`src/synth_store_pkg.sv`:
```
package synth_store_pkg;

    // RV32 store funct3 codes
    localparam logic [2:0] fnc_sb = 3'b000;
    localparam logic [2:0] fnc_sh = 3'b001;
    localparam logic [2:0] fnc_sw = 3'b010;

    localparam int num_voices = 4;
    localparam int num_waves = 4;     // sine, square, triangle, sawtooth
    localparam int fcw_w = 24;
    localparam int shift_w = 5;

    localparam int dmem_words = 1024;
    localparam int dmem_aw = $clog2(dmem_words);

    // address map
    localparam int dmem_base_bit = 28;
    localparam int mmio_base_bit = 31;
    localparam int voice_base_bit = 12;   // bit 12 + n picks voice n

    localparam logic [11:0] off_counter_rst = 12'h018;
    localparam logic [11:0] off_leds = 12'h030;
    localparam logic [11:0] off_global_shift = 12'h104;
    localparam logic [num_waves-1:0][11:0] off_wave_shift = {
        12'h20c, 12'h208, 12'h204, 12'h200
    };   // index 0 is sine

    // word offsets inside a voice window
    localparam logic [4:0] voff_fcw = 5'h00;
    localparam logic [4:0] voff_start = 5'h04;
    localparam logic [4:0] voff_release = 5'h08;
    localparam logic [4:0] voff_reset = 5'h10;

    typedef struct packed {
        logic        we;
        logic [2:0]  funct3;
        logic [31:0] addr;
        logic [31:0] wdata;   // rs2
    } store_req_t;

    typedef struct packed {
        logic [3:0]  be;
        logic [31:0] data;
        logic [31:0] addr;
    } lane_write_t;

    typedef struct packed {
        logic                  counter_clr;
        logic                  leds;
        logic                  global_shift;
        logic [num_waves-1:0]  wave_shift;
        logic [num_voices-1:0] voice_fcw;
        logic [num_voices-1:0] voice_start;
        logic [num_voices-1:0] voice_release;
        logic [num_voices-1:0] voice_reset;
    } reg_sel_t;

    typedef struct packed {
        logic [num_voices-1:0][fcw_w-1:0]  fcw;
        logic [num_voices-1:0]             note_start;
        logic [num_voices-1:0]             note_release;
        logic [num_voices-1:0]             voice_rst;
        logic [shift_w-1:0]                global_shift;
        logic [num_waves-1:0][shift_w-1:0] wave_shift;
        logic [7:0]                        leds;
        logic [31:0]                       cycle_count;
    } synth_cfg_t;

endpackage

```
`src/store_decode.sv`:
```
`timescale 1ns/1ps

module store_decode (
    input  synth_store_pkg::lane_write_t lw,
    output logic [3:0]                   dmem_be,
    output synth_store_pkg::reg_sel_t    sel
);

    logic                                    mmio_hit;
    logic                                    dmem_hit;
    logic                                    any_lane;
    logic                                    lane0;
    logic [9:0]                              word_off;
    logic [synth_store_pkg::num_voices-1:0]  voice_win;
    logic                                    voice_low_ok;

    assign mmio_hit = lw.addr[synth_store_pkg::mmio_base_bit];
    assign dmem_hit = lw.addr[synth_store_pkg::dmem_base_bit] && !mmio_hit;
    assign any_lane = |lw.be;
    assign lane0 = lw.be[0];   // narrow fields live in byte 0
    assign word_off = lw.addr[11:2];
    assign voice_win = lw.addr[synth_store_pkg::voice_base_bit +: synth_store_pkg::num_voices];
    assign voice_low_ok = lw.addr[11:5] == 7'd0;

    assign dmem_be = dmem_hit ? lw.be : 4'b0000;

    always_comb begin
        sel = '0;
        if (mmio_hit) begin
            // global registers sit below the voice windows
            if (voice_win == '0) begin
                sel.counter_clr = any_lane &&
                    word_off == synth_store_pkg::off_counter_rst[11:2];
                sel.leds = lane0 &&
                    word_off == synth_store_pkg::off_leds[11:2];
                sel.global_shift = lane0 &&
                    word_off == synth_store_pkg::off_global_shift[11:2];
                for (int w = 0; w < synth_store_pkg::num_waves; w++) begin
                    sel.wave_shift[w] = lane0 &&
                        word_off == synth_store_pkg::off_wave_shift[w][11:2];
                end
            end
            for (int v = 0; v < synth_store_pkg::num_voices; v++) begin
                // exactly one window bit, low bits must be a known offset
                if (voice_win == (synth_store_pkg::num_voices)'(1 << v) && voice_low_ok) begin
                    sel.voice_fcw[v] = any_lane &&
                        lw.addr[4:2] == synth_store_pkg::voff_fcw[4:2];
                    sel.voice_start[v] = any_lane &&
                        lw.addr[4:2] == synth_store_pkg::voff_start[4:2];
                    sel.voice_release[v] = any_lane &&
                        lw.addr[4:2] == synth_store_pkg::voff_release[4:2];
                    sel.voice_reset[v] = any_lane &&
                        lw.addr[4:2] == synth_store_pkg::voff_reset[4:2];
                end
            end
        end
    end

endmodule

```
`config.mk`:
```
export PLATFORM = sky130hd
export DESIGN_NAME = store_decode
export DESIGN_NICKNAME = d
export VERILOG_FILES = /design/src/synth_store_pkg.sv /design/src/store_decode.sv
export SDC_FILE = /design/constraint.sdc
export NUM_CORES = 1
export LEC_CHECK = 0
export ABC_AREA = 1
export ABC_CLOCK_PERIOD_IN_PS = 960
export BUFFER_PORTS_ARGS = -buffer_cell sky130_fd_sc_hd__buf_4
export CAP_MARGIN = 5
export CORE_MARGIN = 2
export CORE_UTILIZATION = 25
export DETAILED_ROUTE_END_ITERATION = 16
export PLACE_DENSITY = 0.95
export SKIP_LAST_GASP = 1
export SLEW_MARGIN = 30
export SYNTH_ARGS = -nofsm -noshare
export SYNTH_HDL_FRONTEND = slang
export SYNTH_SLANG_ARGS = --single-unit
export TNS_END_PERCENT = 100
```
`constraint.sdc`:
```
create_clock -name vclk -period 0.96
set_input_delay 0.192 -clock vclk [all_inputs]
set_output_delay 0.192 -clock vclk [all_outputs]
set_load 0.01 [all_outputs]
```
==> impl_metrics.tcl <==
set metrics [dict create \
    synthDistinctLibCells 10 \
    vias 778 \
    grt_first_pass_wirelength_um 2660 \
    die_h_um 45.8 \
    worstPathMaxFanout 4 \
    diodes 0 \
    seq_area_um2 0 \
    netlist.area_leader.share_pct 38.7 \
    ys_seq_area_share_pct 0 \
    max_cap_violations 0 \
    drtAntennaViolNets 0 \
    hp-start "lw[67]" \
    grt_max_degree 6 \
    finalNonFillerCells 173 \
    io_pins 95 \
    final_util_pct 59.7 \
    num-nets-final 226 \
    io_buffers 47 \
    synthCells 103 \
    wl_um 1730 \
    yosys_warnings 0 \
    syn_area_um2 437 \
    synthesis.nets 171 \
    slew_headroom_pct 84.2 \
    clkbuf_count 0 \
    tightestPinTransition_ns 0.236 \
    drt-wirelength-per-cell_um 9.98 \
    startpoint "lw[7]" \
    dr.pass1.iters 4 \
    critPathLaunchType "input pin" \
    setup_slack_ns -0.224 \
    syn_area_per_cell_um2 4.24 \
    drt_iter0_drc 13 \
    finalSetupViolCount 23 \
    antenna_found_initial 0 \
    status "complete, but fails checks" \
    grt_use_total_pct 16.1 \
    cp-end-kind "output pin" \
    core_area_um2 1690 \
    drv_slew 0 \
    ys_top_cells_by_area "nor2_1 39%, nand2_1 17%, inv_1 16%, nand2_2 7.2%, nand3_1 6.9%" \
    min_period_ns 1.18 \
    max_freq_ghz 0.845 \
    violations "negative setup slack" \
    vias_per_cell 4.50 \
    power_density_nw_per_um2 260 \
    gp_congestion 0.774 \
    rows 15 \
    ir_drop_v 0.000177 \
    start_util_pct 25.9 \
    synth_commonest_cells "45 x nor2_1, 20 x nand2_1, 19 x inv_1" \
    grt_pass1_vias 673 \
    path_class "input pin to output pin" \
    min_period_over_period_pct 123 \
    cp_data_arrival_time_ns 0.99 \
    die_w_um 45.8 \
    rsz0062_at_grt "true" \
    worst_ep_required_time_ns 0.77 \
    design.seq.count 0 \
    post_route_cells_drive_above_1_share_pct 59.6 \
    synth.most_common_cell "nor2_1" \
    drc_errors 0 \
    hold-worst-slack_ns 0.701 \
    die_area_um2 2100 \
    grt_overflow 0 \
    hold_path_depth 4 \
    place_inst 171 \
    dp_hpwl_um 1290 \
    p_leak_uw 0.000495 \
    hold_viol 0 \
    holdCritPathClass "input pin to output pin" \
    area_growth_pct 131 \
    yosys.area.top_type "nor2_1" \
]
[cell type report]
type,count,area [um2]
Inverter,19,76.3
Fill cell,190,681
Timing Repair Buffer,53,450
Tap cell,17,21.3
Multi-Input combinational cell,84,460
[cells by family after synthesis]
| family | after synthesis | synth area share (%) |
|---|---|---|
| buffers and inverters | 19 | 16.3 |
| AND/OR/NAND/NOR | 84 | 83.7 |
[what timing repair did]
item | in CTS | in global routing
endpoints found under the setup margin | 27 | 26
resized for setup | 36 | 17
hold buffers | 0 | 0
pin swaps | 19 | 12
buffers inserted | 0 | 2
[layout by cell type (no fill, tap or decap), types with 3 or more instances in the layout]
cell type,n
buf_4,39
nor2_1,27
nand2_1,14
nor2_2,14
buf_6,14
inv_1,11
nand2_2,9
nor2_4,7
inv_2,6
nand3_1,6
nand4_1,3
[final timing paths]
check | to
worst min-delay path | dmem_be[3]
worst max-delay path | sel[13]
[where the power goes]
group	internal [uW]	switching [uW]
Clock	0	0
Combinational	133	128
Sequential	0	0
Total	133	128
[worst max-delay path, stage by stage]
cell and delay (ns):
buf_6 0.10, nor2_4 0.11, nand2_2 0.09, nor2_4 0.15, nand2_2 0.11, nor2_1 0.11, buf_4 0.13
[metal layers]
layer	share of wire, %	GRT usage (%)	vias up
met3	7.5	0.794	0
met2	54	30.7	34
met5	0	0	-
li1	-	-	414
met4	0	0	0
met1	39	20.9	330
[per-stage QoR]
stage / setup TNS (ns) / worst slack (ns) / total power [uW] / instance area, um2
after floorplan: -0.633 / -0.0355 / 78.5 / 442
after global placement: -5.29 / -0.299 / 188 / 846
after detailed placement: -5.93 / -0.295 / 190 / 846
after CTS: -4.05 / -0.240 / 240 / 952
after global routing: -6.33 / -0.313 / 287 / 1010
final: -4.48 / -0.224 / 262 / 1010
Power figures use the tool's default switching activity.
