**src/synth_store_pkg.sv**
```systemverilog
package synth_store_pkg;

    // RV32 store funct3 codes
    localparam logic [2:0] fnc_sb = 3'b000;
    localparam logic [2:0] fnc_sh = 3'b001;
    localparam logic [2:0] fnc_sw = 3'b010;

    localparam int num_voices = 4;
    localparam int num_waves = 4;     // sine, square, triangle, sawtooth
    localparam int fcw_w = 24;
    localparam int shift_w = 5;

    localparam int dmem_words = 1024;
    localparam int dmem_aw = $clog2(dmem_words);

    // address map
    localparam int dmem_base_bit = 28;
    localparam int mmio_base_bit = 31;
    localparam int voice_base_bit = 12;   // bit 12 + n picks voice n

    localparam logic [11:0] off_counter_rst = 12'h018;
    localparam logic [11:0] off_leds = 12'h030;
    localparam logic [11:0] off_global_shift = 12'h104;
    localparam logic [num_waves-1:0][11:0] off_wave_shift = {
        12'h20c, 12'h208, 12'h204, 12'h200
    };   // index 0 is sine

    // word offsets inside a voice window
    localparam logic [4:0] voff_fcw = 5'h00;
    localparam logic [4:0] voff_start = 5'h04;
    localparam logic [4:0] voff_release = 5'h08;
    localparam logic [4:0] voff_reset = 5'h10;

    typedef struct packed {
        logic        we;
        logic [2:0]  funct3;
        logic [31:0] addr;
        logic [31:0] wdata;   // rs2
    } store_req_t;

    typedef struct packed {
        logic [3:0]  be;
        logic [31:0] data;
        logic [31:0] addr;
    } lane_write_t;

    typedef struct packed {
        logic                  counter_clr;
        logic                  leds;
        logic                  global_shift;
        logic [num_waves-1:0]  wave_shift;
        logic [num_voices-1:0] voice_fcw;
        logic [num_voices-1:0] voice_start;
        logic [num_voices-1:0] voice_release;
        logic [num_voices-1:0] voice_reset;
    } reg_sel_t;

    typedef struct packed {
        logic [num_voices-1:0][fcw_w-1:0]  fcw;
        logic [num_voices-1:0]             note_start;
        logic [num_voices-1:0]             note_release;
        logic [num_voices-1:0]             voice_rst;
        logic [shift_w-1:0]                global_shift;
        logic [num_waves-1:0][shift_w-1:0] wave_shift;
        logic [7:0]                        leds;
        logic [31:0]                       cycle_count;
    } synth_cfg_t;

endpackage

```
**src/store_align.sv**
```systemverilog
`timescale 1ns/1ps

module store_align (
    input  synth_store_pkg::store_req_t  req,
    output synth_store_pkg::lane_write_t lw
);

    logic [7:0]  rs2_b;
    logic [15:0] rs2_h;

    assign rs2_b = req.wdata[7:0];
    assign rs2_h = req.wdata[15:0];

    always_comb begin
        lw.addr = req.addr;
        lw.be = 4'b0000;
        lw.data = req.wdata;
        if (req.we) begin
            case (req.funct3)
                synth_store_pkg::fnc_sb: begin
                    case (req.addr[1:0])
                        2'b00: begin
                            lw.be = 4'b0001;
                            lw.data = {24'b0, rs2_b};
                        end
                        2'b01: begin
                            lw.be = 4'b0010;
                            lw.data = {16'b0, rs2_b, 8'b0};
                        end
                        2'b10: begin
                            lw.be = 4'b0100;
                            lw.data = {8'b0, rs2_b, 16'b0};
                        end
                        default: begin
                            lw.be = 4'b1000;
                            lw.data = {rs2_b, 24'b0};
                        end
                    endcase
                end
                synth_store_pkg::fnc_sh: begin
                    if (req.addr[1]) begin   // upper half
                        lw.be = 4'b1100;
                        lw.data = {rs2_h, 16'b0};
                    end else begin
                        lw.be = 4'b0011;
                        lw.data = {16'b0, rs2_h};
                    end
                end
                synth_store_pkg::fnc_sw: begin
                    lw.be = 4'b1111;
                    lw.data = req.wdata;
                end
                default: begin
                    lw.be = 4'b0000;   // unknown width, drop it
                    lw.data = req.wdata;
                end
            endcase
        end
    end

endmodule

```
**config.mk**
```make
export PLATFORM = sky130hd
export DESIGN_NAME = store_align
export DESIGN_NICKNAME = d
export VERILOG_FILES = /design/src/synth_store_pkg.sv /design/src/store_align.sv
export SDC_FILE = /design/constraint.sdc
export NUM_CORES = 1
export LEC_CHECK = 0
export BUFFER_PORTS_ARGS = -buffer_cell sky130_fd_sc_hd__buf_2
export CAP_MARGIN = 20
export CORE_MARGIN = 4
export CORE_UTILIZATION = 31
export DETAILED_ROUTE_END_ITERATION = 16
export GPL_TIMING_DRIVEN = 0
export PLACE_DENSITY_LB_ADDON = 0.12
export SLEW_MARGIN = 20
export SYNTH_ARGS = -nofsm -noshare
export SYNTH_HDL_FRONTEND = slang
export SYNTH_SLANG_ARGS = --single-unit
export TNS_END_PERCENT = 5
```
**constraint.sdc**
```tcl
create_clock -name vclk -period 2.2
set_input_delay 0.44 -clock vclk [all_inputs]
set_output_delay 0.44 -clock vclk [all_outputs]
set_load 0.01 [all_outputs]
```
==> results of run 1 <==
-- Yosys cell counts (all sizes together) --
cell type / count / area [um^2]
buf: 41 / 290
o21ai: 19 / 95.1
nand2: 18 / 67.6
a22o: 8 / 70.1
a22oi: 8 / 60.1
a32oi: 8 / 70.1
and2: 8 / 50.1
a21oi: 3 / 15.0
nor2b: 2 / 12.5
and3: 1 / 6.26
clkbuf: 1 / 3.75
inv: 1 / 3.75
nand2b: 1 / 6.26
nand3b: 1 / 7.51
nor2: 1 / 3.75
nor3b: 1 / 7.51
o21bai: 1 / 7.51
or3b: 1 / 8.76
-- worst max-delay path: stages --
cell	delay, ns
buf_2	0.12
nor3b_1	0.25
clkbuf_4	0.26
o21ai_1	0.21
and2_1	0.23
buf_2	0.13
-- power breakdown --
group          leakage, nW  internal [mW]  switching [mW]
logic                0.802          0.151           0.144
clock network            0              0               0
registers                0              0               0
-- routing by layer --
metal,vias to the layer above,part of all wire
met1,560,0.34
met2,88,0.54
met4,0,0
li1,627,-
met3,0,0.12
met5,-,0
-- stage by stage --
stage	power [mW]	hold WS (ns)	instance area [um^2]
after floorplan	0.164	0.972	786
after global placement	0.292	1.07	1350
after detailed placement	0.296	1.07	1350
after CTS	0.297	1.07	1350
after global routing	0.325	1.07	1360
final	0.295	1.06	1360
-- worst min-delay path by stage --
stage,start,end,slack (ns),depth (start not counted)
CTS,req[34],lw[2],1.07,2
global route,req[39],lw[7],1.07,2
detailed placement,req[34],lw[2],1.07,2
finish,req[47],lw[15],1.06,2
global placement,req[39],lw[7],1.07,2
floorplan,req[32],lw[0],0.97,1
-- cell families after synthesis --
family          share of synthesized area
compound gates                      0.404
buf+inv                             0.379
simple gates                        0.217
-- timing repair --
action / CTS / global route
endpoints found under the setup margin: 0 / 11
resized for setup: 0 / 2
hold endpoints to repair: 0 / 0
-- area by class of cell --
type	count	area share
inverters	1	0.00277
plain buffers	42	0.219
repair buffers	106	0.391
well taps	28	0.0258
multi-input cells	81	0.362
==> impl_metrics.toml, run 1 <==
[final_layout]
final_nets = 300
nFlopsAndLatches = 0
diodes = 0
mostFrequentLayoutCell = "buf_2"
clkbuf_count = 0
nFillCells = 228
utilization = 0.585
multi_input_area_um2 = 490
seqCellArea_um2 = 0
stdcell_count = 258
syn_to_final_growth_pct = 72.6
final_cell_mix = "buf_2 (112), buf_4 (32), o21ai_1 (19)"
drive_gt1_frac = 0.639

[global_route]
grt_pass1_wl_mm = 5.33
met3_usage = 0.0197
grt_max_degree = 11
gr-usage-met1 = 0.218
grt_use_met2 = 0.381
grt-ovfl-total = 0
track_usage = 0.187
antenna_found_initial = 0
grt.busiest_layer = "met2"
grt_pass1_vias = 1217

[placed_design]
dpl.cell_count = 258
pre_cts_ws_ns = 0.102
hpwl_mm = 3.02
numPortBuffers = 106
place.gp.congestion = 0.719

[detailed_routing]
avgRoutedWirePerCell_um = 13.8
antenna_left = 0
first_pass_iters = 4
via_per_inst = 4.94
drc = 0
routed_wl_mm = 3.57
drt_iter0_drc = 22
vias = 1275

[sta]
max-slew-margin-rel = 0.661
finalSetupViolCount = 0
timing.final.ws_setup_ns = 0.118
finalHoldViolCount = 0
rsz0062_at_grt = "false"
worst_pin_slew_ns = 0.505
drv_slew = 0
fin_setup_tns_ns = 0
max_freq_ghz = 0.480
finalCritPeriodShare = 0.946
finalCriticalPeriod_ns = 2.08

[logic_synthesis]
synth_fp_nets = 192
synth_cells = 124
synth.distinct_cells = 21
avgSynthCellArea_um2 = 6.34
synth-seq-area-share = 0
syn_area_um2 = 786
yosys_warnings = 0

[floorplanning]
die_y_um = 58.3
die_w_um = 58.3
ios = 136
start_util = 0.339
rows = 17
die_area_um2 = 3400
core-area_um2 = 2320

[worst_setup_path]
critPathMaxFanout = 10
path_class = "primary input to output port"
endpoint_kind = "output port"
crit_required_ns = 1.76
startpoint_type = "primary input"
critPathCapture = "lw[37]"
arrival_ns = 1.64
crit_path_start = "req[65]"

[pwr]
p_per_area_nw_per_um2 = 218
leakagePower_nw = 0.802
ir_worst_vdd_v = 0.000108

[clocking]
post_cts_buffers = 0
cts-hold-fix-buffers = 0

[status]
status = "finished, final reports clean"

[flow_run]
max_cap_violations = 0

[worst_hold_path]
hold_class = "primary input to output port"
Note: power is estimated with default switching activity, not from simulation.
==> run 2, diff against run 1 <==
--- a/config.mk
+++ b/config.mk
@@ -12,6 +12,7 @@
 export DETAILED_ROUTE_END_ITERATION = 16
 export GPL_TIMING_DRIVEN = 0
 export PLACE_DENSITY_LB_ADDON = 0.12
+export RECOVER_POWER = 25
 export SLEW_MARGIN = 20
 export SYNTH_ARGS = -nofsm -noshare
 export SYNTH_HDL_FRONTEND = slang
==> run 2 against run 1 <==
Effect of this change:
- global-route usage is the same
- power decreased by 1.2%
- non-clock buffer count unchanged
- critical path type unchanged
- critical endpoint unchanged
- largest power group unchanged
- highest routed layer unchanged
==> impl_metrics.toml, run 2 (same netlist as run 1, synthesis figures left out) <==
[pwr]
fin_total_pwr_mw = 0.292
p_per_area_nw_per_um2 = 218
leakagePower_nw = 0.758
ir_worst_vdd_v = 0.000107

[clocking]
post_cts_buffers = 0
post_cts_resized = 0
cts-hold-fix-buffers = 0

[detailed_routing]
drt_iter0_drc = 19
vias = 1277
via_per_inst = 4.95
antenna_left = 0
first_pass_iters = 4
drc = 0
avgRoutedWirePerCell_um = 13.9
routed_wl_mm = 3.58

[final_layout]
nFlopsAndLatches = 0
utilization = 0.576
mostFrequentLayoutCell = "buf_2"
diodes = 0
drive_gt1_frac = 0.570
stdcell_count = 258
syn_to_final_growth_pct = 70.1
clkbuf_count = 0
final_nets = 300
final_cell_mix = "buf_2 (96), buf_4 (32), o21ai_1 (19)"
seqCellArea_um2 = 0

[sta]
finalCriticalPeriod_ns = 2.08
drv_slew = 0
worst_pin_slew_ns = 0.505
max_freq_ghz = 0.480
max-slew-margin-rel = 0.661
finalHoldViolCount = 0
finalSetupViolCount = 0
finalCritPeriodShare = 0.947
rsz0062_at_grt = "false"
whs_ns = 1.07
fin_setup_tns_ns = 0

[placed_design]
place.gp.congestion = 0.719
hpwl_mm = 3.02
numPortBuffers = 106
dpl.cell_count = 258

[worst_hold_path]
hold_start = "req[44]"
hold_class = "primary input to output port"

[worst_setup_path]
startpoint_type = "primary input"
crit_chain = "buf_2, nor3b_1, clkbuf_4, o21ai_1, and2_1, buf_2"
crit_required_ns = 1.76
slowest_stage = "clkbuf_4"
critPathCapture = "lw[37]"
slowest_delay_ns = 0.26
path_class = "primary input to output port"
crit_path_start = "req[65]"
endpoint_kind = "output port"
critPathMaxFanout = 10
worst_path_most_repeated_cell = "buf_2"
arrival_ns = 1.64

[floorplanning]
core-area_um2 = 2320
die_area_um2 = 3400
die_w_um = 58.3
start_util = 0.339
die_y_um = 58.3
ios = 136
rows = 17

[global_route]
grt_pass1_wl_mm = 5.33
grt_max_degree = 11
grt_pass1_vias = 1217
grt-ovfl-total = 0
antenna_found_initial = 0
track_usage = 0.187

[status]
status = "finished, final reports clean"

[flow_run]
max_cap_violations = 0
[run 2: changes by cell type in the layout (fill, tap and decap cells not counted)]
cell	change
clkbuf_1	+16
buf_2	-16
[run 2: layout make-up]
cell class | instances | area (um^2)
fill | 240 | 982
multi-input combinational | 81 | 490
buffer | 42 | 297
inverter | 1 | 3.75
timing repair buffer | 106 | 510
tap | 28 | 35.0
[run 2: how the worst min path moves through the flow]
stage              to  slack, ns  cells after the start
6_report       lw[12]       1.07                      2
5_1_grt        lw[22]       1.08                      2
4_1_cts         lw[2]       1.07                      2
3_3_place_gp    lw[7]       1.07                      2
2_1_floorplan   lw[0]       0.97                      1
3_5_place_dp    lw[2]       1.07                      2
[run 2: report_power, final]
| part | total (mW) | switching (mW) | internal (mW) |
|---|---|---|---|
| Clock | 0 | 0 | 0 |
| Combinational | 0.292 | 0.145 | 0.147 |
| Sequential | 0 | 0 | 0 |
[run 2: per-stage QoR]
step	worst slack, ns	cell area, um^2
floorplan	0.438	786
global placement	0.134	1350
detailed placement	0.102	1350
CTS	0.101	1350
global route	0.00648	1340
finish	0.116	1340
[run 2: layer usage]
| metal | up-vias | GRT usage | share of wire |
|---|---|---|---|
| met2 | 88 | 0.381 | 0.54 |
| met4 | 0 | 0 | 0 |
| met1 | 562 | 0.218 | 0.34 |
| li1 | 627 | - | - |
| met3 | 0 | 0.0197 | 0.12 |
| met5 | - | 0 | 0 |
[run 2: critical path, delay by kind of cell]
kind / cells / cell delay [ns]
buffers and inverters: 3 / 0.51
AND/OR/NAND/NOR: 2 / 0.48
AO/OA/AOI/OAI: 1 / 0.21
