<file path="config.mk">
export PLATFORM = sky130hd
export DESIGN_NAME = synth_regs
export DESIGN_NICKNAME = d
export VERILOG_FILES = /design/src/synth_store_pkg.sv /design/src/synth_regs.sv
export SDC_FILE = /design/constraint.sdc
export NUM_CORES = 1
export LEC_CHECK = 0
export ABC_CLOCK_PERIOD_IN_PS = 2600
export BUFFER_PORTS_ARGS = -buffer_cell sky130_fd_sc_hd__buf_2
export CORE_MARGIN = 3
export CORE_UTILIZATION = 40
export DETAILED_ROUTE_END_ITERATION = 16
export GPL_ROUTABILITY_DRIVEN = 0
export PLACE_DENSITY = 0.76
export SYNTH_ARGS = -nofsm -noshare
export SYNTH_HDL_FRONTEND = slang
export SYNTH_SLANG_ARGS = --single-unit
</file>
<file path="constraint.sdc">
create_clock -name clk -period 2.6 [get_ports clk]
set_input_delay 0.39 -clock clk [delete_from_list [all_inputs] [get_ports clk]]
set_output_delay 0.39 -clock clk [all_outputs]
set_load 0.02 [all_outputs]
</file>
<file path="src/synth_store_pkg.sv">
package synth_store_pkg;

    // RV32 store funct3 codes
    localparam logic [2:0] fnc_sb = 3'b000;
    localparam logic [2:0] fnc_sh = 3'b001;
    localparam logic [2:0] fnc_sw = 3'b010;

    localparam int num_voices = 4;
    localparam int num_waves = 4;     // sine, square, triangle, sawtooth
    localparam int fcw_w = 24;
    localparam int shift_w = 5;

    localparam int dmem_words = 1024;
    localparam int dmem_aw = $clog2(dmem_words);

    // address map
    localparam int dmem_base_bit = 28;
    localparam int mmio_base_bit = 31;
    localparam int voice_base_bit = 12;   // bit 12 + n picks voice n

    localparam logic [11:0] off_counter_rst = 12'h018;
    localparam logic [11:0] off_leds = 12'h030;
    localparam logic [11:0] off_global_shift = 12'h104;
    localparam logic [num_waves-1:0][11:0] off_wave_shift = {
        12'h20c, 12'h208, 12'h204, 12'h200
    };   // index 0 is sine

    // word offsets inside a voice window
    localparam logic [4:0] voff_fcw = 5'h00;
    localparam logic [4:0] voff_start = 5'h04;
    localparam logic [4:0] voff_release = 5'h08;
    localparam logic [4:0] voff_reset = 5'h10;

    typedef struct packed {
        logic        we;
        logic [2:0]  funct3;
        logic [31:0] addr;
        logic [31:0] wdata;   // rs2
    } store_req_t;

    typedef struct packed {
        logic [3:0]  be;
        logic [31:0] data;
        logic [31:0] addr;
    } lane_write_t;

    typedef struct packed {
        logic                  counter_clr;
        logic                  leds;
        logic                  global_shift;
        logic [num_waves-1:0]  wave_shift;
        logic [num_voices-1:0] voice_fcw;
        logic [num_voices-1:0] voice_start;
        logic [num_voices-1:0] voice_release;
        logic [num_voices-1:0] voice_reset;
    } reg_sel_t;

    typedef struct packed {
        logic [num_voices-1:0][fcw_w-1:0]  fcw;
        logic [num_voices-1:0]             note_start;
        logic [num_voices-1:0]             note_release;
        logic [num_voices-1:0]             voice_rst;
        logic [shift_w-1:0]                global_shift;
        logic [num_waves-1:0][shift_w-1:0] wave_shift;
        logic [7:0]                        leds;
        logic [31:0]                       cycle_count;
    } synth_cfg_t;

endpackage

</file>
<file path="src/synth_regs.sv">
`timescale 1ns/1ps

module synth_regs (
    input  logic                         clk,
    input  logic                         rst_n,
    input  synth_store_pkg::reg_sel_t    sel,
    input  synth_store_pkg::lane_write_t lw,
    output synth_store_pkg::synth_cfg_t  cfg
);

    logic [synth_store_pkg::shift_w-1:0] shift_in;

    assign shift_in = lw.data[synth_store_pkg::shift_w-1:0];

    // note pulses, high only for the cycle after the store
    always_ff @(posedge clk or negedge rst_n) begin
        if (!rst_n) begin
            cfg.note_start <= '0;
            cfg.note_release <= '0;
            cfg.voice_rst <= '0;
        end else begin
            cfg.note_start <= sel.voice_start;
            cfg.note_release <= sel.voice_release;
            cfg.voice_rst <= sel.voice_reset;
        end
    end

    always_ff @(posedge clk or negedge rst_n) begin
        if (!rst_n) begin
            cfg.cycle_count <= 32'd0;
        end else if (sel.counter_clr) begin
            cfg.cycle_count <= 32'd0;
        end else begin
            cfg.cycle_count <= cfg.cycle_count + 32'd1;   // free running
        end
    end

    always_ff @(posedge clk or negedge rst_n) begin
        if (!rst_n) begin
            cfg.leds <= 8'd0;
            cfg.global_shift <= '0;
            cfg.wave_shift <= '0;
        end else begin
            if (sel.leds) begin
                cfg.leds <= lw.data[7:0];
            end
            if (sel.global_shift) begin
                cfg.global_shift <= shift_in;
            end
            for (int w = 0; w < synth_store_pkg::num_waves; w++) begin
                if (sel.wave_shift[w]) begin
                    cfg.wave_shift[w] <= shift_in;
                end
            end
        end
    end

    // fcw is 24 bits, so byte lane 3 has nowhere to go
    always_ff @(posedge clk or negedge rst_n) begin
        if (!rst_n) begin
            cfg.fcw <= '0;
        end else begin
            for (int v = 0; v < synth_store_pkg::num_voices; v++) begin
                if (sel.voice_fcw[v]) begin
                    for (int b = 0; b < synth_store_pkg::fcw_w / 8; b++) begin
                        if (lw.be[b]) begin
                            cfg.fcw[v][8*b +: 8] <= lw.data[8*b +: 8];
                        end
                    end
                end
            end
        end
    end

endmodule

</file>
==> flow_summary.toml, run 1 <==
[route]
vias_per_cell = 5.101
drt_first_iter_violations = 153
wl_um = 16490
drt-pass1-iter-count = 4
route.detailed.wl_per_inst_um = 17.94
detail_route.drc_violations = 0
detail-route-antenna-nets = 0
routed-via-count = 4688

[sta]
totalNegativeSetupSlack_ns = 0
timing.fmax_mhz = 462.9
final.min_clock_period_ns = 2.160
final.hold.worst_slack_ns = 0.07765
finalClockSkew_ns = 0.008191
report.final.setup_viol = 0
hold_viol_final = 0
tightestPinTransition_ns = 0.5951
final_max_slew_viol_count = 0
timing.final.crit_share_pct = 83.08
relSlewSlack_pct = 60.32
unrepaired_setup_endpoints_after_global_routing = "false"

[critical_path]
crit_family = "simple AND/OR/NAND/NOR gates"
cpMaxStageDelayCell = "sky130_fd_sc_hd__or4b_2"
worst_ep_arrival_time_ns = 2.49
critical_path.endpoint_type = "flop"
number_of_buffers_and_inverters_on_the_critical_path = 0
timing_worst_setup_path_type = "flop to flop"
critPathLaunchType = "flop"
crit_path_cell_trace = "ha_1, and4_1, nand2_1, or4b_2, a21oi_1"
timing.critical_path.slowest_cell_delay_ns = 0.66
cp_data_required_time_ns = 2.93
crit_fanout = 7

[clocking]
cts.repair.resized = 0
ctsHtreeMaxLevel = 4
cts_inserted_buffers = 17
tritoncts = "done"
clkLatencyLatePin_ns = 0.41
cts.root.buffer_cell = "sky130_fd_sc_hd__clkbuf_16"
clock-sinks = 173
clock_path_buffers = 2
clk_transition_reported_paths_ns = 0.07

[final_layout]
num_antenna_cells = 0
drive_above_1_share_pct = 55.90
largest_registers = "cfg (173)"
regMostFlops = "cfg"
num-nets-final = 784
largest_register_ff_count = 173
fillers = 1348
relative_area_change_from_synthesis_to_final_layout_pct = 30.00

[global_routing]
grt-ovfl-total = 0
number_of_antenna_violations_at_the_first_check_in_global_routing = 0
grt_pass1_wl_um = 26000
grt_pass1_vias = 4885
grt_max_degree = 64
grt_util_all_layers_pct = 18.02

[pwr]
cellPowerDensity_nw_per_um2 = 787.7
fin_total_pwr_mw = 6.816
worst_voltage_drop_across_the_vdd_grid_mv = 0.4906
cellLeakagePower_nw = 4.058

[synth]
total_of_flip_flops_plus_latches_after_synthesis = 173
syn_inst = 453
synth.cell_area_sq_um = 6656
ys_warn_count = 0
mappedNetlistNets = 547
seq_area_frac_synth_pct = 65.04
synthDistinctLibCells = 29
post_synth.cell_area_avg_sq_um = 14.69

[floorplan]
overall_die_width_um = 135
core_area_sq_um = 16060
chipHeight_um = 135
number_of_i_o_pins = 266
initial_utilization_pct = 41.45
core.rowCount = 46
die_area_sq_um = 18230

[place]
place.detailed.hpwl_um = 12140
port_buffers = 224

[run]
maxCapViolCount = 0

[hold_path]
timing.hold.worst.class = "input port to flop"

[status]
run_status = "complete, no violations"
[logic make-up after synthesis]
family / Yosys count / share of synthesized area, %
flops: 173 / 65.04
fa+ha+maj: 1 / 0.1879
buf+inv: 13 / 0.7707
compound gates: 36 / 3.083
mux: 129 / 21.82
simple gates: 89 / 7.519
xor+xnor: 12 / 1.579
[placed cells by master (no fill, tap or decap), types with 2 or more instances in the layout]
cell type | netlist | final
sky130_fd_sc_hd__and4_1 | 5 | 5
sky130_fd_sc_hd__inv_6 | 0 | 4
sky130_fd_sc_hd__mux2_2 | 129 | 129
sky130_fd_sc_hd__xor2_1 | 8 | 8
sky130_fd_sc_hd__o41ai_1 | 2 | 2
sky130_fd_sc_hd__buf_4 | 0 | 4
sky130_fd_sc_hd__clkbuf_16 | 0 | 17
sky130_fd_sc_hd__clkinvlp_4 | 0 | 2
sky130_fd_sc_hd__or4_1 | 7 | 7
sky130_fd_sc_hd__clkinv_2 | 0 | 2
sky130_fd_sc_hd__buf_2 | 2 | 223
sky130_fd_sc_hd__nand4_1 | 9 | 9
sky130_fd_sc_hd__clkinv_4 | 0 | 3
sky130_fd_sc_hd__bufinv_16 | 0 | 2
sky130_fd_sc_hd__a21oi_1 | 18 | 18
sky130_fd_sc_hd__nor4_1 | 2 | 2
sky130_fd_sc_hd__nand3_1 | 9 | 9
sky130_fd_sc_hd__or3_1 | 10 | 10
sky130_fd_sc_hd__nand2_1 | 23 | 23
sky130_fd_sc_hd__nor2_1 | 15 | 15
sky130_fd_sc_hd__o21ai_0 | 9 | 9
sky130_fd_sc_hd__xnor2_1 | 4 | 4
sky130_fd_sc_hd__o31ai_1 | 7 | 7
sky130_fd_sc_hd__dfrtp_1 | 173 | 173
[routing by layer]
layer	vias to the layer above	part of all wire (%)	GRT usage, %	wire, um
met5	-	0	0	0
met4	0	1.3	5.599	207
met3	15	8.5	5.477	1400
met2	191	47	29.38	7776
met1	2356	43	23.32	7104
li1	2126	-	-	-
[worst paths after layout]
kind	start	to	slack [ns]	cells after the start
setup / recovery	cfg[0]$_DFF_PN0_	cfg[28]$_DFF_PN0_	0.44	5
hold / removal	sel[10]	cfg[75]$_DFF_PN0_	0.08	1
setup reg to reg	cfg[0]$_DFF_PN0_	cfg[28]$_DFF_PN0_	0.44	5
hold reg to reg	cfg[133]$_DFFE_PN0P_	cfg[133]$_DFFE_PN0P_	0.50	1
max in group asynchronous	rst_n	cfg[28]$_DFF_PN0_	1.32	3
min in group asynchronous	rst_n	cfg[131]$_DFFE_PN0P_	0.51	2
[layout make-up]
cell class / count / area, sq um / area share [%]
timing repair buffer: 230 / 1187 / 13.72
inverter: 1 / 3.754 / 0.04338
tap: 216 / 270.3 / 3.123
sequential: 173 / 4329 / 50.03
multi-input combinational: 267 / 2276 / 26.30
clock buffer: 18 / 429.2 / 4.960
clock inverter: 14 / 157.7 / 1.822
[per-stage QoR]
| stage | instances | setup slack (ns) | util (%) | cell area, sq um |
|---|---|---|---|---|
| global placement | 886 | 0.5592 | 50.17 | 8056 |
| CTS | 919 | 0.4699 | 53.89 | 8653 |
| detailed placement | 886 | 0.5064 | 50.17 | 8056 |
| global route | 919 | 0.3357 | 53.89 | 8653 |
| finish | 919 | 0.4398 | 53.89 | 8653 |
| floorplan | 453 | 0.6057 | - | 6656 |
[report_power, final]
part           switching, mW  internal, mW  leakage, nW  total [mW]
sequential             0.152          2.98         2.10        3.13
combinational          0.717         0.459         1.68        1.18
clock                   1.08          1.44        0.284        2.51
[worst reg2reg max path: stages (launching register included)]
cell and delay [ns]:
sky130_fd_sc_hd__dfrtp_1 0.43, sky130_fd_sc_hd__ha_1 0.22, sky130_fd_sc_hd__and4_1 0.39, sky130_fd_sc_hd__nand2_1 0.21, sky130_fd_sc_hd__or4b_2 0.66, sky130_fd_sc_hd__a21oi_1 0.17
[synthesized netlist by cell type, drive strengths merged]
library cell | instances | area [sq um]
a21oi | 18 | 90.09
and2 | 1 | 6.260
and3 | 1 | 6.260
and4 | 5 | 43.79
buf | 2 | 10.01
clkbuf | 10 | 37.54
dfrtp | 173 | 4329
ha | 1 | 12.51
inv | 1 | 3.750
mux2 | 129 | 1453
nand2 | 23 | 86.33
nand3 | 10 | 62.56
nand4 | 10 | 68.81
nor2 | 15 | 56.30
nor2b | 1 | 6.260
nor3 | 1 | 5.000
nor4 | 2 | 12.51
o21ai | 9 | 45.04
o31ai | 7 | 52.55
o41ai | 2 | 17.52
or3 | 10 | 62.56
or4 | 8 | 63.81
or4b | 2 | 20.02
xnor2 | 4 | 35.03
xor2 | 8 | 70.07
[timing repair]
action / in CTS / in global routing
hold buffers: 1 / 0
buffers inserted: 0 / 0
hold endpoints to repair: 59 / 0
Power figures use the tool's default switching activity.
==> inputs of run 2 (changes only) <==
--- a/config.mk
+++ b/config.mk
@@ -5,7 +5,7 @@
 export SDC_FILE = /design/constraint.sdc
 export NUM_CORES = 1
 export LEC_CHECK = 0
-export ABC_CLOCK_PERIOD_IN_PS = 2600
+export ABC_CLOCK_PERIOD_IN_PS = 2100
 export BUFFER_PORTS_ARGS = -buffer_cell sky130_fd_sc_hd__buf_2
 export CORE_MARGIN = 3
 export CORE_UTILIZATION = 40
==> constraint.sdc (replaced) <==
create_clock -name clk -period 2.1 [get_ports clk]
set_input_delay 0.315 -clock clk [delete_from_list [all_inputs] [get_ports clk]]
set_output_delay 0.315 -clock clk [all_outputs]
set_load 0.02 [all_outputs]
==> flow_summary.toml, run 2 (synthesized netlist as in run 1, its figures left out) <==
[route]
wl_um = 16860
vias_per_cell = 5.133
drt-pass1-iter-count = 5
routed-via-count = 4810
route.detailed.wl_per_inst_um = 17.99
drt_first_iter_violations = 122
detail-route-antenna-nets = 0
detail_route.drc_violations = 0

[clocking]
clock-sinks = 173
tritoncts = "done"
cts_inserted_buffers = 17
ctsHtreeMaxLevel = 4
clock_path_buffers = 2
cts.root.buffer_cell = "sky130_fd_sc_hd__clkbuf_16"
clkLatencyLatePin_ns = 0.41
clk_transition_reported_paths_ns = 0.06

[global_routing]
number_of_antenna_violations_at_the_first_check_in_global_routing = 0
grt_util_all_layers_pct = 18.64
grt_max_degree = 54
grt_pass1_vias = 5147
grt-ovfl-total = 0
grt_pass1_wl_um = 26830

[floorplan]
overall_die_width_um = 135
chipHeight_um = 135
number_of_i_o_pins = 266
initial_utilization_pct = 41.45
core_area_sq_um = 16060
die_area_sq_um = 18230
core.rowCount = 46

[critical_path]
critical_path.endpoint_type = "flop"
timing_worst_setup_path_type = "flop to flop"
worst_ep_arrival_time_ns = 2.31
worst_reg_to_reg_cells = 5
r2r-start = "cfg[0]$_DFF_PN0_"
critPathLaunchType = "flop"
r2r_slack_ns = 0.12
r2r-end = "cfg[28]$_DFF_PN0_"
cp_data_required_time_ns = 2.44
crit_fanout = 6

[final_layout]
relative_area_change_from_synthesis_to_final_layout_pct = 32.33
area.sequential_sq_um = 4329
final_common_cell = "sky130_fd_sc_hd__buf_2"
fillers = 1325
multi_input_logic_area_sq_um = 2280
largest_registers = "cfg (173)"
regMostFlops = "cfg"
largest_register_ff_count = 173
num-nets-final = 802
num_antenna_cells = 0
finalCoreUtilization_pct = 54.85
drive_above_1_share_pct = 55.48
mostFrequentLayoutCells = "223 x sky130_fd_sc_hd__buf_2, 173 x sky130_fd_sc_hd__dfrtp_1, 129 x sky130_fd_sc_hd__mux2_2, 22 x sky130_fd_sc_hd__nand2_1, 18 x sky130_fd_sc_hd__a21oi_1"

[sta]
timing.final.crit_share_pct = 94.19
hold_viol_final = 0
tightestPinTransition_ns = 0.5691
final.hold.worst_slack_ns = 0.1756
totalNegativeSetupSlack_ns = 0
final_max_slew_viol_count = 0
final.min_clock_period_ns = 1.978
unrepaired_setup_endpoints_after_global_routing = "false"
finalClockSkew_ns = 0.005770
report.final.setup_viol = 0
timing.fmax_mhz = 505.6
relSlewSlack_pct = 62.06

[pwr]
cellPowerDensity_nw_per_um2 = 942.6
worst_voltage_drop_across_the_vdd_grid_mv = 0.5109
cellLeakagePower_nw = 4.135

[run]
maxCapViolCount = 0

[hold_path]
timing.hold.worst.class = "input port to flop"
holdPathEnd = "cfg[164]$_DFFE_PN0P_"
holdPathStages = 2
hp_start = "lw[47]"

[status]
run_status = "complete, no violations"

[place]
port_buffers = 224
place.detailed.hpwl_um = 12350
==> run 2: cell count changes in the layout (fill, tap and decap cells not counted), sizes merged, moves of 2 or more <==
cell,change
dlygate4sd3,+12
clkbuf,+2
inv,-2
buf,+6
clkinv,+2
==> run 2: cell type report <==
cell class              instances  area share [%]
clock buffers                  20           5.071
inverters                       1         0.04261
repair buffers                248           15.50
flip-flops and latches        173           49.15
well taps                     216           3.068
clock inverters                12           1.293
multi-input cells             267           25.88
==> run 2: worst max path at each step <==
| stage | from | endpoint | slack [ns] | cells past startpoint |
|---|---|---|---|---|
| floorplan | cfg[0]$_DFF_PN0_ | cfg[28]$_DFF_PN0_ | 0.11 | 6 |
| global placement | cfg[0]$_DFF_PN0_ | cfg[28]$_DFF_PN0_ | 0.12 | 5 |
| detailed placement | cfg[0]$_DFF_PN0_ | cfg[28]$_DFF_PN0_ | 0.07 | 5 |
| CTS | cfg[0]$_DFF_PN0_ | cfg[28]$_DFF_PN0_ | 0.03 | 5 |
| global route | cfg[2]$_DFF_PN0_ | cfg[19]$_DFF_PN0_ | 0.02 | 4 |
| finish | cfg[0]$_DFF_PN0_ | cfg[28]$_DFF_PN0_ | 0.12 | 5 |
==> run 2: routing by layer <==
layer	share of wire (%)	track usage [%]
met5	0	0
met4	1.5	5.823
met3	8.5	5.999
met2	49	31.57
met1	41	22.83
==> run 2: what timing repair did <==
item | 4_1_cts | 5_1_grt
hold endpoints to repair | 60 | 0
hold buffers | 13 | 0
gates resized for setup | 0 | 2
endpoints found under the setup margin | 0 | 6
buffers inserted | 0 | 1
==> run 2: critical path, cell delays in order (launching register included) <==
cell	delay [ns]
sky130_fd_sc_hd__dfrtp_1	0.42
sky130_fd_sc_hd__ha_1	0.23
sky130_fd_sc_hd__and4_2	0.32
sky130_fd_sc_hd__nand2_2	0.12
sky130_fd_sc_hd__or4b_2	0.65
sky130_fd_sc_hd__a21oi_1	0.16
==> run 2: stage by stage <==
| step | area (sq um) | setup slack [ns] | cells | power [mW] |
|---|---|---|---|---|
| 5_1_grt | 8808 | 0.02337 | 937 | 8.662 |
| 6_report | 8808 | 0.1221 | 937 | 8.303 |
| 4_1_cts | 8797 | 0.03268 | 936 | 8.410 |
| 3_3_place_gp | 8107 | 0.1238 | 891 | 5.344 |
| 3_5_place_dp | 8107 | 0.06834 | 891 | 5.413 |
| 2_1_floorplan | 6656 | 0.1057 | 453 | 4.742 |
==> run 2: power breakdown <==
part           internal, mW  switching (mW)
sequential             3.69           0.188
clock                  1.68            1.28
combinational         0.586           0.890
total                  5.95            2.35
==> inputs of run 3 (changes only) <==
--- a/config.mk
+++ b/config.mk
@@ -7,7 +7,6 @@
 export LEC_CHECK = 0
 export ABC_CLOCK_PERIOD_IN_PS = 2100
 export BUFFER_PORTS_ARGS = -buffer_cell sky130_fd_sc_hd__buf_2
-export CORE_MARGIN = 3
 export CORE_UTILIZATION = 40
 export DETAILED_ROUTE_END_ITERATION = 16
 export GPL_ROUTABILITY_DRIVEN = 0
==> flow_summary.toml, run 3 (synthesized netlist as in run 1, its figures left out) <==
[status]
run_status = "complete, no violations"

[sta]
final_max_slew_viol_count = 0
report.final.setup_viol = 0
relSlewSlack_pct = 60.91
unrepaired_setup_endpoints_after_global_routing = "false"
final.hold.worst_slack_ns = 0.1673
timing.final.crit_share_pct = 94.36
layout_setup_ws_ns = 0.1184
timing.fmax_mhz = 504.7
totalNegativeSetupSlack_ns = 0
hold_viol_final = 0
final.min_clock_period_ns = 1.982
tightestPinTransition_ns = 0.5864
finalClockSkew_ns = 0.008986

[hold_path]
hp_start = "lw[40]"
timing.hold.worst.class = "input port to flop"

[route]
wl_um = 16620
detail_route.drc_violations = 0
vias_per_cell = 5.106
detail-route-antenna-nets = 0
drt_first_iter_violations = 147
routed-via-count = 4784
drt-pass1-iter-count = 4
route.detailed.wl_per_inst_um = 17.74

[place]
port_buffers = 224
place.detailed.hpwl_um = 12010
detailedPlace.worstSlack_ns = 0.1322

[final_layout]
finalCoreUtilization_pct = 55.18
largest_register_ff_count = 173
regMostFlops = "cfg"
largest_registers = "cfg (173)"
relative_area_change_from_synthesis_to_final_layout_pct = 33.12
drive_above_1_share_pct = 55.69
mostFrequentLayoutCells = "223 x sky130_fd_sc_hd__buf_2, 171 x sky130_fd_sc_hd__dfrtp_1, 129 x sky130_fd_sc_hd__mux2_2, 23 x sky130_fd_sc_hd__nand2_1, 18 x sky130_fd_sc_hd__a21oi_1"
num-nets-final = 801
fillers = 1327
final_common_cell = "sky130_fd_sc_hd__buf_2"

[global_routing]
grt_pass1_wl_um = 25190
grt_pass1_vias = 4882
number_of_antenna_violations_at_the_first_check_in_global_routing = 1
grt_max_degree = 46
grt_util_all_layers_pct = 19.51
grt-ovfl-total = 0

[clocking]
clk_transition_reported_paths_ns = 0.07
cts.root.buffer_cell = "sky130_fd_sc_hd__clkbuf_16"
clock-sinks = 173
tritoncts = "done"
ctsHtreeMaxLevel = 4
clock_path_buffers = 2
cts_inserted_buffers = 17
clkLatencyLatePin_ns = 0.42

[critical_path]
critical_path.endpoint_type = "flop"
timing_worst_setup_path_type = "flop to flop"
worst_ep_arrival_time_ns = 2.33
cpMaxStageDelayCell = "sky130_fd_sc_hd__or4b_2"
cp_data_required_time_ns = 2.45
crit_family = "simple AND/OR/NAND/NOR gates"
crit_fanout = 6
r2r-start = "cfg[0]$_DFF_PN0_"
critPathLaunchType = "flop"
cp-startpoint = "cfg[0]$_DFF_PN0_"
number_of_buffers_and_inverters_on_the_critical_path = 0
crit_path_cell_trace = "ha_1, and4_1, nand2_1, or4b_2, a21oi_1"
timing.critical_path.slowest_cell_delay_ns = 0.65

[floorplan]
core.rowCount = 46
overall_die_width_um = 131
chipHeight_um = 131
core_area_sq_um = 16060
die_area_sq_um = 17160
initial_utilization_pct = 41.45
number_of_i_o_pins = 266

[pwr]
cellLeakagePower_nw = 4.142
cellPowerDensity_nw_per_um2 = 968.7
fin_total_pwr_mw = 8.583
worst_voltage_drop_across_the_vdd_grid_mv = 0.5664

[run]
maxCapViolCount = 0
## run 3: path summary, 6_finish.rpt
check / to / slack (ns) / cells past startpoint
setup / recovery: cfg[28]$_DFF_PN0_ / 0.12 / 5
hold / removal: cfg[109]$_DFFE_PN0P_ / 0.17 / 2
setup reg to reg: cfg[28]$_DFF_PN0_ / 0.12 / 5
hold reg to reg: cfg[153]$_DFFE_PN0P_ / 0.50 / 1
max in group asynchronous: cfg[164]$_DFFE_PN0P_ / 1.05 / 3
min in group asynchronous: cfg[107]$_DFFE_PN0P_ / 0.36 / 2
## run 3: report_power, final
part / switching, mW / internal (mW)
Sequential: 0.181 / 3.68
Combinational: 0.896 / 0.586
Clock: 1.40 / 1.84
Total: 2.48 / 6.11
## run 3: layer usage
metal | vias up | global-route usage [%] | wire length [um]
li1 | 2155 | - | -
met1 | 2420 | 22.42 | 6659
met2 | 189 | 34.27 | 8362
met3 | 20 | 6.189 | 1362
met4 | 0 | 6.694 | 238
met5 | - | 0 | 0
## run 3: stage by stage
stage / std cells / cell area [sq um]
floorplan: 453 / 6656
finish: 937 / 8861
CTS: 934 / 8841
detailed placement: 889 / 8092
global placement: 889 / 8092
global route: 936 / 8859
## run 3: layout make-up
class | instances | area [sq um] | area share, %
clock inverters | 14 | 180.2 | 2.033
flip-flops and latches | 173 | 4332 | 48.88
clock buffers | 18 | 439.2 | 4.956
multi-input cells | 267 | 2276 | 25.68
repair buffers | 247 | 1358 | 15.32
inverters | 1 | 3.754 | 0.04236
diodes | 1 | 2.502 | 0.02824
well taps | 216 | 270.3 | 3.050
## run 3: repair_timing
action,CTS,global route
setup endpoints to repair,0,3
setup buffers,0,2
endpoints found under the hold margin,44,0
hold buffers,13,0
resized for setup,0,2
